--- src/rtl/hacd_pkg.sv ---
//~~~~~~~~~~~~~~~~~~~~~~~~~~~~~~~~~~~~~~~~
// Widths and FSM encodings for the read bridge
// Page size is fixed at 4 KB, ATT_ENTRIES must equal 2**ATT_IDX_W
//~~~~~~~~~~~~~~~~~~~~~~~~~~~~~~~~~~~~~~~~
package hacd_pkg;

    // AXI read channel widths
    localparam int ADDR_W = 32;
    localparam int DATA_W = 64;
    localparam int ID_W   = 2;

    // 4 KB pages
    localparam int PAGE_SHIFT = 12;
    localparam int PPN_W      = ADDR_W - PAGE_SHIFT;

    // Translation table
    localparam int ATT_ENTRIES = 4;
    localparam int ATT_IDX_W   = 2;

    // Debug counter width, wraps silently
    localparam int CNT_W = 16;

    typedef enum logic [1:0] {
        STALL_IDLE  = 2'd0,
        STALL_WAIT  = 2'd1,
        STALL_ISSUE = 2'd2
    } stall_state_e;

    typedef enum logic [1:0] {
        ATT_IDLE   = 2'd0,
        ATT_LOOKUP = 2'd1,
        ATT_MISS   = 2'd2,
        ATT_DONE   = 2'd3
    } att_state_e;

endpackage
--- src/rtl/hawk_rd_top.sv ---
//~~~~~~~~~~~~~~~~~~~~~~~~~~~~~~~~~~~~~~~~
// Read bridge with translation table
// Fill tags must not duplicate an existing entry
//~~~~~~~~~~~~~~~~~~~~~~~~~~~~~~~~~~~~~~~~
`timescale 1ns/1ps

module hawk_rd_top (
    input  logic                            clk,
    input  logic                            rst,
    input  logic                            hawk_inactive,
    input  logic [hacd_pkg::ID_W-1:0]       s_axi_arid,
    input  logic [hacd_pkg::ADDR_W-1:0]     s_axi_araddr,
    input  logic [7:0]                      s_axi_arlen,
    input  logic                            s_axi_arvalid,
    output logic                            s_axi_arready,
    output logic [hacd_pkg::ID_W-1:0]       s_axi_rid,
    output logic [hacd_pkg::DATA_W-1:0]     s_axi_rdata,
    output logic [1:0]                      s_axi_rresp,
    output logic                            s_axi_rlast,
    output logic                            s_axi_rvalid,
    input  logic                            s_axi_rready,
    output logic [hacd_pkg::ID_W-1:0]       m_axi_arid,
    output logic [hacd_pkg::ADDR_W-1:0]     m_axi_araddr,
    output logic [7:0]                      m_axi_arlen,
    output logic                            m_axi_arvalid,
    input  logic                            m_axi_arready,
    input  logic [hacd_pkg::ID_W-1:0]       m_axi_rid,
    input  logic [hacd_pkg::DATA_W-1:0]     m_axi_rdata,
    input  logic [1:0]                      m_axi_rresp,
    input  logic                            m_axi_rlast,
    input  logic                            m_axi_rvalid,
    output logic                            m_axi_rready,
    output logic                            att_miss,
    output logic [hacd_pkg::PPN_W-1:0]      miss_ppn,
    input  logic                            fill_valid,
    input  logic [hacd_pkg::ATT_IDX_W-1:0]  fill_idx,
    input  logic [hacd_pkg::PPN_W-1:0]      fill_ppn,
    input  logic [hacd_pkg::PPN_W-1:0]      fill_ppa,
    output logic [hacd_pkg::CNT_W-1:0]      req_count0,
    output logic [hacd_pkg::CNT_W-1:0]      req_count1,
    output logic [hacd_pkg::CNT_W-1:0]      resp_count0,
    output logic [hacd_pkg::CNT_W-1:0]      resp_count1,
    output logic                            bus_error
);
    import hacd_pkg::*;

    logic                                  lookup_req;
    logic [PPN_W-1:0]                      lookup_ppn;
    logic                                  lookup_strobe;
    logic [PPN_W-1:0]                      lookup_tag;
    logic                                  any_hit;
    logic                                  grant;
    logic [PPN_W-1:0]                      grant_ppa;
    logic [ATT_ENTRIES-1:0]                fill_sel;
    logic [ATT_ENTRIES-1:0]                entry_hit;
    logic [ATT_ENTRIES-1:0][PPN_W-1:0]     entry_ppa;

    // Index to one-hot entry select
    assign fill_sel = {{(ATT_ENTRIES-1){1'b0}}, 1'b1} << fill_idx;

    cpu_stall_rd u_cpu_stall_rd (
        .clk           (clk),
        .rst           (rst),
        .hawk_inactive (hawk_inactive),
        .s_axi_arid    (s_axi_arid),
        .s_axi_araddr  (s_axi_araddr),
        .s_axi_arlen   (s_axi_arlen),
        .s_axi_arvalid (s_axi_arvalid),
        .s_axi_arready (s_axi_arready),
        .s_axi_rid     (s_axi_rid),
        .s_axi_rdata   (s_axi_rdata),
        .s_axi_rresp   (s_axi_rresp),
        .s_axi_rlast   (s_axi_rlast),
        .s_axi_rvalid  (s_axi_rvalid),
        .s_axi_rready  (s_axi_rready),
        .m_axi_arid    (m_axi_arid),
        .m_axi_araddr  (m_axi_araddr),
        .m_axi_arlen   (m_axi_arlen),
        .m_axi_arvalid (m_axi_arvalid),
        .m_axi_arready (m_axi_arready),
        .m_axi_rid     (m_axi_rid),
        .m_axi_rdata   (m_axi_rdata),
        .m_axi_rresp   (m_axi_rresp),
        .m_axi_rlast   (m_axi_rlast),
        .m_axi_rvalid  (m_axi_rvalid),
        .m_axi_rready  (m_axi_rready),
        .lookup_req    (lookup_req),
        .lookup_ppn    (lookup_ppn),
        .grant         (grant),
        .grant_ppa     (grant_ppa),
        .req_count0    (req_count0),
        .req_count1    (req_count1),
        .resp_count0   (resp_count0),
        .resp_count1   (resp_count1),
        .bus_error     (bus_error)
    );

    att_lookup_ctrl u_att_lookup_ctrl (
        .clk           (clk),
        .rst           (rst),
        .lookup_req    (lookup_req),
        .lookup_ppn    (lookup_ppn),
        .any_hit       (any_hit),
        .fill_valid    (fill_valid),
        .lookup_strobe (lookup_strobe),
        .lookup_tag    (lookup_tag),
        .att_miss      (att_miss),
        .miss_ppn      (miss_ppn)
    );

    for (genvar i = 0; i < ATT_ENTRIES; i++) begin : g_entry
        att_entry u_att_entry (
            .clk           (clk),
            .rst           (rst),
            .fill_valid    (fill_valid),
            .fill_sel      (fill_sel[i]),
            .fill_ppn      (fill_ppn),
            .fill_ppa      (fill_ppa),
            .lookup_strobe (lookup_strobe),
            .lookup_tag    (lookup_tag),
            .hit           (entry_hit[i]),
            .ppa           (entry_ppa[i])
        );
    end

    att_hit_resolve u_att_hit_resolve (
        .entry_hit (entry_hit),
        .entry_ppa (entry_ppa),
        .any_hit   (any_hit),
        .grant     (grant),
        .grant_ppa (grant_ppa)
    );

endmodule

--- src/rtl/cpu_stall_rd.sv ---
//~~~~~~~~~~~~~~~~~~~~~~~~~~~~~~~~~~~~~~~~
// One outstanding read address at a time, held until translated
// R channel is a combinational pass-through
// Counters track IDs 0 and 1 only
//~~~~~~~~~~~~~~~~~~~~~~~~~~~~~~~~~~~~~~~~
`timescale 1ns/1ps

module cpu_stall_rd (
    input  logic                          clk,
    input  logic                          rst,
    input  logic                          hawk_inactive,
    // CPU side AR
    input  logic [hacd_pkg::ID_W-1:0]     s_axi_arid,
    input  logic [hacd_pkg::ADDR_W-1:0]   s_axi_araddr,
    input  logic [7:0]                    s_axi_arlen,
    input  logic                          s_axi_arvalid,
    output logic                          s_axi_arready,
    // CPU side R
    output logic [hacd_pkg::ID_W-1:0]     s_axi_rid,
    output logic [hacd_pkg::DATA_W-1:0]   s_axi_rdata,
    output logic [1:0]                    s_axi_rresp,
    output logic                          s_axi_rlast,
    output logic                          s_axi_rvalid,
    input  logic                          s_axi_rready,
    // Memory side AR
    output logic [hacd_pkg::ID_W-1:0]     m_axi_arid,
    output logic [hacd_pkg::ADDR_W-1:0]   m_axi_araddr,
    output logic [7:0]                    m_axi_arlen,
    output logic                          m_axi_arvalid,
    input  logic                          m_axi_arready,
    // Memory side R
    input  logic [hacd_pkg::ID_W-1:0]     m_axi_rid,
    input  logic [hacd_pkg::DATA_W-1:0]   m_axi_rdata,
    input  logic [1:0]                    m_axi_rresp,
    input  logic                          m_axi_rlast,
    input  logic                          m_axi_rvalid,
    output logic                          m_axi_rready,
    // Translation unit
    output logic                          lookup_req,
    output logic [hacd_pkg::PPN_W-1:0]    lookup_ppn,
    input  logic                          grant,
    input  logic [hacd_pkg::PPN_W-1:0]    grant_ppa,
    // Debug
    output logic [hacd_pkg::CNT_W-1:0]    req_count0,
    output logic [hacd_pkg::CNT_W-1:0]    req_count1,
    output logic [hacd_pkg::CNT_W-1:0]    resp_count0,
    output logic [hacd_pkg::CNT_W-1:0]    resp_count1,
    output logic                          bus_error
);
    import hacd_pkg::*;

    stall_state_e        state;
    logic                arready_q;
    logic [ID_W-1:0]     arid_q;
    logic [ADDR_W-1:0]   araddr_q;
    logic [7:0]          arlen_q;
    logic                ar_hs;
    logic                r_hs;

    assign ar_hs = s_axi_arvalid & arready_q;
    assign r_hs  = s_axi_rvalid & s_axi_rready;

    always_ff @(posedge clk or posedge rst) begin
        if (rst) begin
            state     <= STALL_IDLE;
            arready_q <= 1'b0;
        end else begin
            case (state)
                STALL_IDLE: begin
                    if (ar_hs) begin
                        arready_q <= 1'b0;
                        // Bypass skips the table entirely
                        state     <= hawk_inactive ? STALL_ISSUE : STALL_WAIT;
                    end else begin
                        arready_q <= 1'b1;
                    end
                end
                STALL_WAIT: begin
                    if (grant) begin
                        state <= STALL_ISSUE;
                    end
                end
                STALL_ISSUE: begin
                    if (m_axi_arready) begin
                        state <= STALL_IDLE;
                    end
                end
                default: state <= STALL_IDLE;
            endcase
        end
    end

    // Request payload, page bits swapped on grant
    always_ff @(posedge clk) begin
        if (ar_hs) begin
            arid_q   <= s_axi_arid;
            araddr_q <= s_axi_araddr;
            arlen_q  <= s_axi_arlen;
        end else if (state == STALL_WAIT && grant) begin
            araddr_q[ADDR_W-1:PAGE_SHIFT] <= grant_ppa;
        end
    end

    assign s_axi_arready = arready_q;
    assign m_axi_arvalid = (state == STALL_ISSUE);
    assign m_axi_arid    = arid_q;
    assign m_axi_araddr  = araddr_q;
    assign m_axi_arlen   = arlen_q;

    assign lookup_req = (state == STALL_WAIT);
    assign lookup_ppn = araddr_q[ADDR_W-1:PAGE_SHIFT];

    assign s_axi_rid    = m_axi_rid;
    assign s_axi_rdata  = m_axi_rdata;
    assign s_axi_rresp  = m_axi_rresp;
    assign s_axi_rlast  = m_axi_rlast;
    assign s_axi_rvalid = m_axi_rvalid;
    assign m_axi_rready = s_axi_rready;

    // Per-ID request and OKAY response counters
    always_ff @(posedge clk or posedge rst) begin
        if (rst) begin
            req_count0  <= '0;
            req_count1  <= '0;
            resp_count0 <= '0;
            resp_count1 <= '0;
            bus_error   <= 1'b0;
        end else begin
            if (ar_hs && s_axi_arid == ID_W'(0)) begin
                req_count0 <= req_count0 + 1'b1;
            end
            if (ar_hs && s_axi_arid == ID_W'(1)) begin
                req_count1 <= req_count1 + 1'b1;
            end
            if (r_hs && s_axi_rresp == 2'b00 && s_axi_rid == ID_W'(0)) begin
                resp_count0 <= resp_count0 + 1'b1;
            end
            if (r_hs && s_axi_rresp == 2'b00 && s_axi_rid == ID_W'(1)) begin
                resp_count1 <= resp_count1 + 1'b1;
            end
            if (r_hs && s_axi_rresp != 2'b00) begin
                bus_error <= 1'b1;
            end
        end
    end

    // Held request must not change under back-pressure
    a_ar_stable: assert property (@(posedge clk) disable iff (rst)
        m_axi_arvalid && !m_axi_arready |=> m_axi_arvalid && $stable(m_axi_araddr))
        else $error("m_axi_araddr changed while stalled");

endmodule

--- src/rtl/att_lookup_ctrl.sv ---
//~~~~~~~~~~~~~~~~~~~~~~~~~~~~~~~~~~~~~~~~
// Serial lookup sequencer, one page at a time
// A miss waits for any fill strobe, then retries
//~~~~~~~~~~~~~~~~~~~~~~~~~~~~~~~~~~~~~~~~
`timescale 1ns/1ps

module att_lookup_ctrl (
    input  logic                          clk,
    input  logic                          rst,
    input  logic                          lookup_req,
    input  logic [hacd_pkg::PPN_W-1:0]    lookup_ppn,
    input  logic                          any_hit,
    input  logic                          fill_valid,
    output logic                          lookup_strobe,
    output logic [hacd_pkg::PPN_W-1:0]    lookup_tag,
    output logic                          att_miss,
    output logic [hacd_pkg::PPN_W-1:0]    miss_ppn
);
    import hacd_pkg::*;

    att_state_e         state;
    logic [PPN_W-1:0]   tag_q;

    always_ff @(posedge clk or posedge rst) begin
        if (rst) begin
            state         <= ATT_IDLE;
            lookup_strobe <= 1'b0;
        end else begin
            lookup_strobe <= 1'b0;
            case (state)
                ATT_IDLE: begin
                    if (lookup_req) begin
                        lookup_strobe <= 1'b1;
                        state         <= ATT_LOOKUP;
                    end
                end
                ATT_LOOKUP: begin
                    // Entry hits are valid the cycle after the strobe
                    if (!lookup_strobe) begin
                        state <= any_hit ? ATT_DONE : ATT_MISS;
                    end
                end
                ATT_MISS: begin
                    if (fill_valid) begin
                        lookup_strobe <= 1'b1;
                        state         <= ATT_LOOKUP;
                    end
                end
                ATT_DONE: begin
                    if (!lookup_req) begin
                        state <= ATT_IDLE;
                    end
                end
                default: state <= ATT_IDLE;
            endcase
        end
    end

    always_ff @(posedge clk) begin
        if (state == ATT_IDLE && lookup_req) begin
            tag_q <= lookup_ppn;
        end
    end

    assign lookup_tag = tag_q;
    assign att_miss   = (state == ATT_MISS);
    assign miss_ppn   = tag_q;

endmodule

--- src/rtl/att_hit_resolve.sv ---
//~~~~~~~~~~~~~~~~~~~~~~~~~~~~~~~~~~~~~~~~
// Combinational hit select, lowest index wins
// Table tags are expected to be unique
//~~~~~~~~~~~~~~~~~~~~~~~~~~~~~~~~~~~~~~~~
`timescale 1ns/1ps

module att_hit_resolve (
    input  logic [hacd_pkg::ATT_ENTRIES-1:0]                     entry_hit,
    input  logic [hacd_pkg::ATT_ENTRIES-1:0][hacd_pkg::PPN_W-1:0] entry_ppa,
    output logic                                                 any_hit,
    output logic                                                 grant,
    output logic [hacd_pkg::PPN_W-1:0]                           grant_ppa
);
    import hacd_pkg::*;

    // Scan downwards so the lowest hit is the last one taken
    always_comb begin
        grant_ppa = '0;
        for (int i = ATT_ENTRIES - 1; i >= 0; i--) begin
            if (entry_hit[i]) begin
                grant_ppa = entry_ppa[i];
            end
        end
    end

    assign any_hit = |entry_hit;
    assign grant   = any_hit;

    // Duplicate tags in the table would give several hits
    always_comb begin
        a_hit_onehot: assert ($onehot0(entry_hit))
            else $error("multiple table entries hit");
    end

endmodule

--- src/rtl/att_entry.sv ---
//~~~~~~~~~~~~~~~~~~~~~~~~~~~~~~~~~~~~~~~~
// One table entry, hit registered a cycle after the strobe
// A fill in the strobe cycle is not seen by that lookup
//~~~~~~~~~~~~~~~~~~~~~~~~~~~~~~~~~~~~~~~~
`timescale 1ns/1ps

module att_entry (
    input  logic                          clk,
    input  logic                          rst,
    input  logic                          fill_valid,
    input  logic                          fill_sel,
    input  logic [hacd_pkg::PPN_W-1:0]    fill_ppn,
    input  logic [hacd_pkg::PPN_W-1:0]    fill_ppa,
    input  logic                          lookup_strobe,
    input  logic [hacd_pkg::PPN_W-1:0]    lookup_tag,
    output logic                          hit,
    output logic [hacd_pkg::PPN_W-1:0]    ppa
);
    import hacd_pkg::*;

    logic               valid_q;
    logic [PPN_W-1:0]   tag_q;
    logic [PPN_W-1:0]   ppa_q;

    always_ff @(posedge clk or posedge rst) begin
        if (rst) begin
            valid_q <= 1'b0;
            hit     <= 1'b0;
        end else begin
            if (fill_valid && fill_sel) begin
                valid_q <= 1'b1;
            end
            // Single-cycle pulse per strobe
            hit <= lookup_strobe && valid_q && (tag_q == lookup_tag);
        end
    end

    always_ff @(posedge clk) begin
        if (fill_valid && fill_sel) begin
            tag_q <= fill_ppn;
            ppa_q <= fill_ppa;
        end
    end

    assign ppa = ppa_q;

endmodule

--- config.mk ---
export PLATFORM = sky130hd
export DESIGN_NAME = hawk_rd_top
export DESIGN_NICKNAME = d
export VERILOG_FILES = /design/src/rtl/hacd_pkg.sv /design/src/rtl/hawk_rd_top.sv /design/src/rtl/cpu_stall_rd.sv /design/src/rtl/att_lookup_ctrl.sv /design/src/rtl/att_hit_resolve.sv /design/src/rtl/att_entry.sv
export SDC_FILE = /design/constraint.sdc
export NUM_CORES = 1
export LEC_CHECK = 0
export BUFFER_PORTS_ARGS = -buffer_cell sky130_fd_sc_hd__buf_2
export CAP_MARGIN = 15
export CORE_MARGIN = 10
export CORE_UTILIZATION = 47
export CTS_CLUSTER_DIAMETER = 150
export CTS_CLUSTER_SIZE = 16
export DETAILED_ROUTE_END_ITERATION = 16
export HOLD_SLACK_MARGIN = 0.1
export PLACE_DENSITY = 0.76
export SYNTH_ARGS = -nofsm -noshare
export SYNTH_HDL_FRONTEND = slang
export SYNTH_SLANG_ARGS = --single-unit
--- constraint.sdc ---
create_clock -name clk -period 2.65 [get_ports clk]
set_clock_uncertainty 0.1 [all_clocks]
set_input_delay 0.1325 -clock clk [delete_from_list [all_inputs] [get_ports clk]]
set_output_delay 0.1325 -clock clk [all_outputs]
set_load 0.01 [all_outputs]
==> results.txt <==
----------------------------------------------------
[STA]
  TNS Setup ... 0 ns
  Count of endpoints failing setup in the final report ... 0
  Tmin final ... 2.24 ns
  Highest clock frequency the design can meet ... 446 MHz
  Unrepaired setup endpoints after global routing ... no
  Post-route fraction of the period consumed by the critical path ... 0.846
  Worst slew pin tran ... 0.688 ns
  Slew margin rel. ... 0.541
  Worst Setup Slack, final ... 0.409 ns
  Endpoints failing hold ... 0
  Final slew viol count ... 0

[Clocking]
  Clock root cell ... clkbuf_16
  TritonCTS Buffers ... 22
  Sink Count ... 301
  TritonCTS clock tree ... yes
  Count of H-tree levels built during CTS ... 1
  CTS clk-pin slew, worst paths ... 0.07 ns
  Total setup buffers inserted after CTS ... 0
  Clock Latency Late Sink ... 0.51 ns
  Maximum number of buffers from clock root to sink ... 3

[Floorplanning]
  # rows ... 59
  Core area ... 26,000 sq um
  I/O pin count ... 362
  Die height ... roughly 180 um
  Overall die area ... between 30,000 and 40,000 sq um
  Die outline width ... 182 um
  Starting Density ... 0.475

[Status]
  Result of the run ... completed

[Final layout]
  Net count, final ... 1,280
  Filler-free cell count of the finished design ... 1,465
  Most common library cell in the layout ignoring fill and taps ... buf_2
  Layout cells sized above 1 ... 0.255
  Multi-input gate area in the final layout ... 3000 sq um
  Count of filler cells inserted in the layout ... just over 2,000
  Area growth from synthesis to final layout ... 22.0%
  Commonest cells after routing, fill and taps aside ... 231 x buf_2, 222 x edfxtp_1, 96 x dlygate4sd3_1
  Seq. cell area ... 8640 sq um
  Diodes inserted ... 0

[Route]
  # DRC ... 0
  Wire per inst ... 21.1 um
  Per-cell via count in the routed design ... 5.24
  Number of nets with antenna violations after routing ... 0
  Length of the first detailed-routing pass in iterations ... 7
  Via count of the routed design ... approximately 7,700
  Total wire length after detailed routing ... between 30,000 and 40,000 um
  Initial detailed-routing violation count ... 633

[Global route]
  Global Route met1 Usage ... 0.209
  Wire length of the first global-routing pass ... 47,000 um
  Most used routing layer in global routing ... met2
  Via count of the first global-routing pass ... 8,072
  Pin count of the biggest net entering global routing ... 44
  Met3 track demand over resource ... 0.0271
  Initial antenna violation count ... 0
  Total track usage ... 0.179
  Met2 track utilization from global routing ... 0.323
  Overall overflow remaining after global route ... 0

[Pwr]
  Standby leakage power ... 6.02 nW
  Peak supply drop ... 0.535 mV
  Power Total ... 11.1 mW
  P per Cell Area ... 734 nW/um^2

[Synth]
  Nets in the synthesized netlist ... 1,011
  Total of flip-flops plus latches after synthesis ... between 300 and 400
  Number of unique standard cell types used by synthesis ... 44
  Yosys warnings ... 0
  Mean instance size in the synthesized netlist ... 14.6 sq um
  Post-synth design cell area ... approximately 12,000 sq um
  Part of the Yosys area used for sequential elements ... 0.700
  Syn Inst Count ... around 850

[Placed design]
  Port bufs ... roughly 230
  Final HPWL DP ... ~21,000 um
  Final weighted congestion in routability-driven placement ... ~0.84
  Cells after DPL ... 1,330
  Worst setup slack before clock tree synthesis ... approximately 0.73 ns

[Setup path]
  Largest fanout of any net on the critical path ... 33
  Signal arrival time at the worst endpoint ... 2.58 ns
  Required time worst endpoint ... 2.99 ns
  Critical path capture point type ... register
  Type of origin of the critical path ... register
  Critical path start-end classification ... register to register
  Worst setup slack for register-to-register paths ... a little over 0.4 ns

[Job]
  Maximum Capacitance Violations ... 0

[Worst hold path]
  Worst min path class ... primary input to register

----------------------------------------------------
## layer usage
layer / part of all wire / vias up
li1: - / 3543
met1: 0.38 / 3798
met2: 0.53 / 249
met3: 0.052 / 85
met4: 0.035 / 0
met5: 0 / -
## Yosys cell counts, drive strengths merged
| cell type | number | share of area |
|---|---|---|
| a211o | 20 | 0.014 |
| a211oi | 1 | 0.00061 |
| a21o | 2 | 0.0012 |
| a21oi | 42 | 0.017 |
| a221oi | 20 | 0.014 |
| a22o | 1 | 0.00071 |
| a31oi | 1 | 0.00051 |
| and2 | 5 | 0.0025 |
| and3 | 13 | 0.0066 |
| and3b | 1 | 0.00071 |
| and4 | 7 | 0.0050 |
| and4bb | 2 | 0.0023 |
| buf | 73 | 0.044 |
| clkbuf | 23 | 0.0070 |
| dfrtp | 79 | 0.16 |
| edfxtp | 222 | 0.54 |
| ha | 4 | 0.0041 |
| inv | 28 | 0.0085 |
| mux2 | 4 | 0.0036 |
| nand2 | 25 | 0.0076 |
| nand2b | 2 | 0.0010 |
| nand3 | 16 | 0.0065 |
| nand3b | 1 | 0.00061 |
| nand4 | 37 | 0.020 |
| nand4b | 1 | 0.00071 |
| nor2 | 40 | 0.012 |
| nor2b | 4 | 0.0020 |
| nor3 | 7 | 0.0028 |
| nor3b | 2 | 0.0012 |
| nor4 | 14 | 0.0071 |
| o211ai | 1 | 0.00061 |
| o21ai | 2 | 0.00081 |
| or2 | 5 | 0.0025 |
| or4 | 1 | 0.00091 |
| xnor2 | 89 | 0.064 |
| xor2 | 51 | 0.036 |
## through the flow
step / util / hold slack (ns) / area [sq um]
after global placement: 0.518 / 0.149 / 13500
after CTS: 0.579 / 0.107 / 15100
after floorplan: - / 0.131 / 12400
after global routing: 0.579 / 0.132 / 15100
after detailed placement: 0.518 / 0.152 / 13500
final: 0.579 / 0.120 / 15100
## flip-flops by register name (all words and copies together), names as in the netlist, 8 cells and up
signal,count
g_entry.u_att_entry.ppa,80
g_entry.u_att_entry.tag_q,80
u_cpu_stall_rd.m_axi_araddr,32
u_att_lookup_ctrl.lookup_tag,20
u_cpu_stall_rd.req_count0,16
u_cpu_stall_rd.req_count1,16
u_cpu_stall_rd.resp_count0,16
u_cpu_stall_rd.resp_count1,16
u_cpu_stall_rd.m_axi_arlen,8
## kinds of logic after synthesis
| family | share of synthesized area |
|---|---|
| compound gates | 0.0499 |
| xor+xnor | 0.0999 |
| fa+ha+maj | 0.00405 |
| buf+inv | 0.0595 |
| flops | 0.700 |
| mux | 0.00365 |
| simple gates | 0.0828 |
## repair_timing
item	CTS	global route
hold endpoints to repair	302	0
gates resized for setup	0	0
hold buffers	96	0
## path summary, 6_finish.rpt
check                                                     startpoint                                    endpoint  cells after the start
max                         u_cpu_stall_rd.s_axi_arready$_DFFE_PP0P_         u_cpu_stall_rd.state[1]$_DFFE_PP0P_                      6
min                                                     m_axi_rvalid   u_cpu_stall_rd.resp_count1[6]$_DFFE_PP0P_                      4
max reg2reg                 u_cpu_stall_rd.s_axi_arready$_DFFE_PP0P_         u_cpu_stall_rd.state[1]$_DFFE_PP0P_                      6
min reg2reg                u_cpu_stall_rd.m_axi_araddr[22]$_DFFE_PP_  u_att_lookup_ctrl.lookup_tag[10]$_DFFE_PP_                      0
max in group asynchronous                                        rst        g_entry[1].u_att_entry.hit$_DFF_PP0_                      4
min in group asynchronous                                        rst   u_cpu_stall_rd.req_count0[11]$_DFFE_PP0P_                      3
## report_power, final
group	switching [mW]	leakage (nW)	internal, mW
clock network	1.53	0.305	1.62
logic	1.04	2.62	0.764
registers	0.447	3.10	5.64
total	3.02	6.02	8.03
## cell type report
type / instances / area share
repair buffers: 341 / 0.149
flip-flops and latches: 301 / 0.574
inverters: 28 / 0.00706
multi-input cells: 421 / 0.199
clock inverters: 1 / 0.000332
clock buffers: 38 / 0.0420
well taps: 335 / 0.0278
## worst max-delay path, stage by stage (launching register included)
cell,delay [ns]
dfrtp_1,0.42
nand2_1,0.10
inv_2,0.50
nand2_1,0.10
mux2_2,0.28
dlygate4sd3_1,0.55
o21ai_1,0.11
No activity file was read; power rests on OpenSTA's default activity.
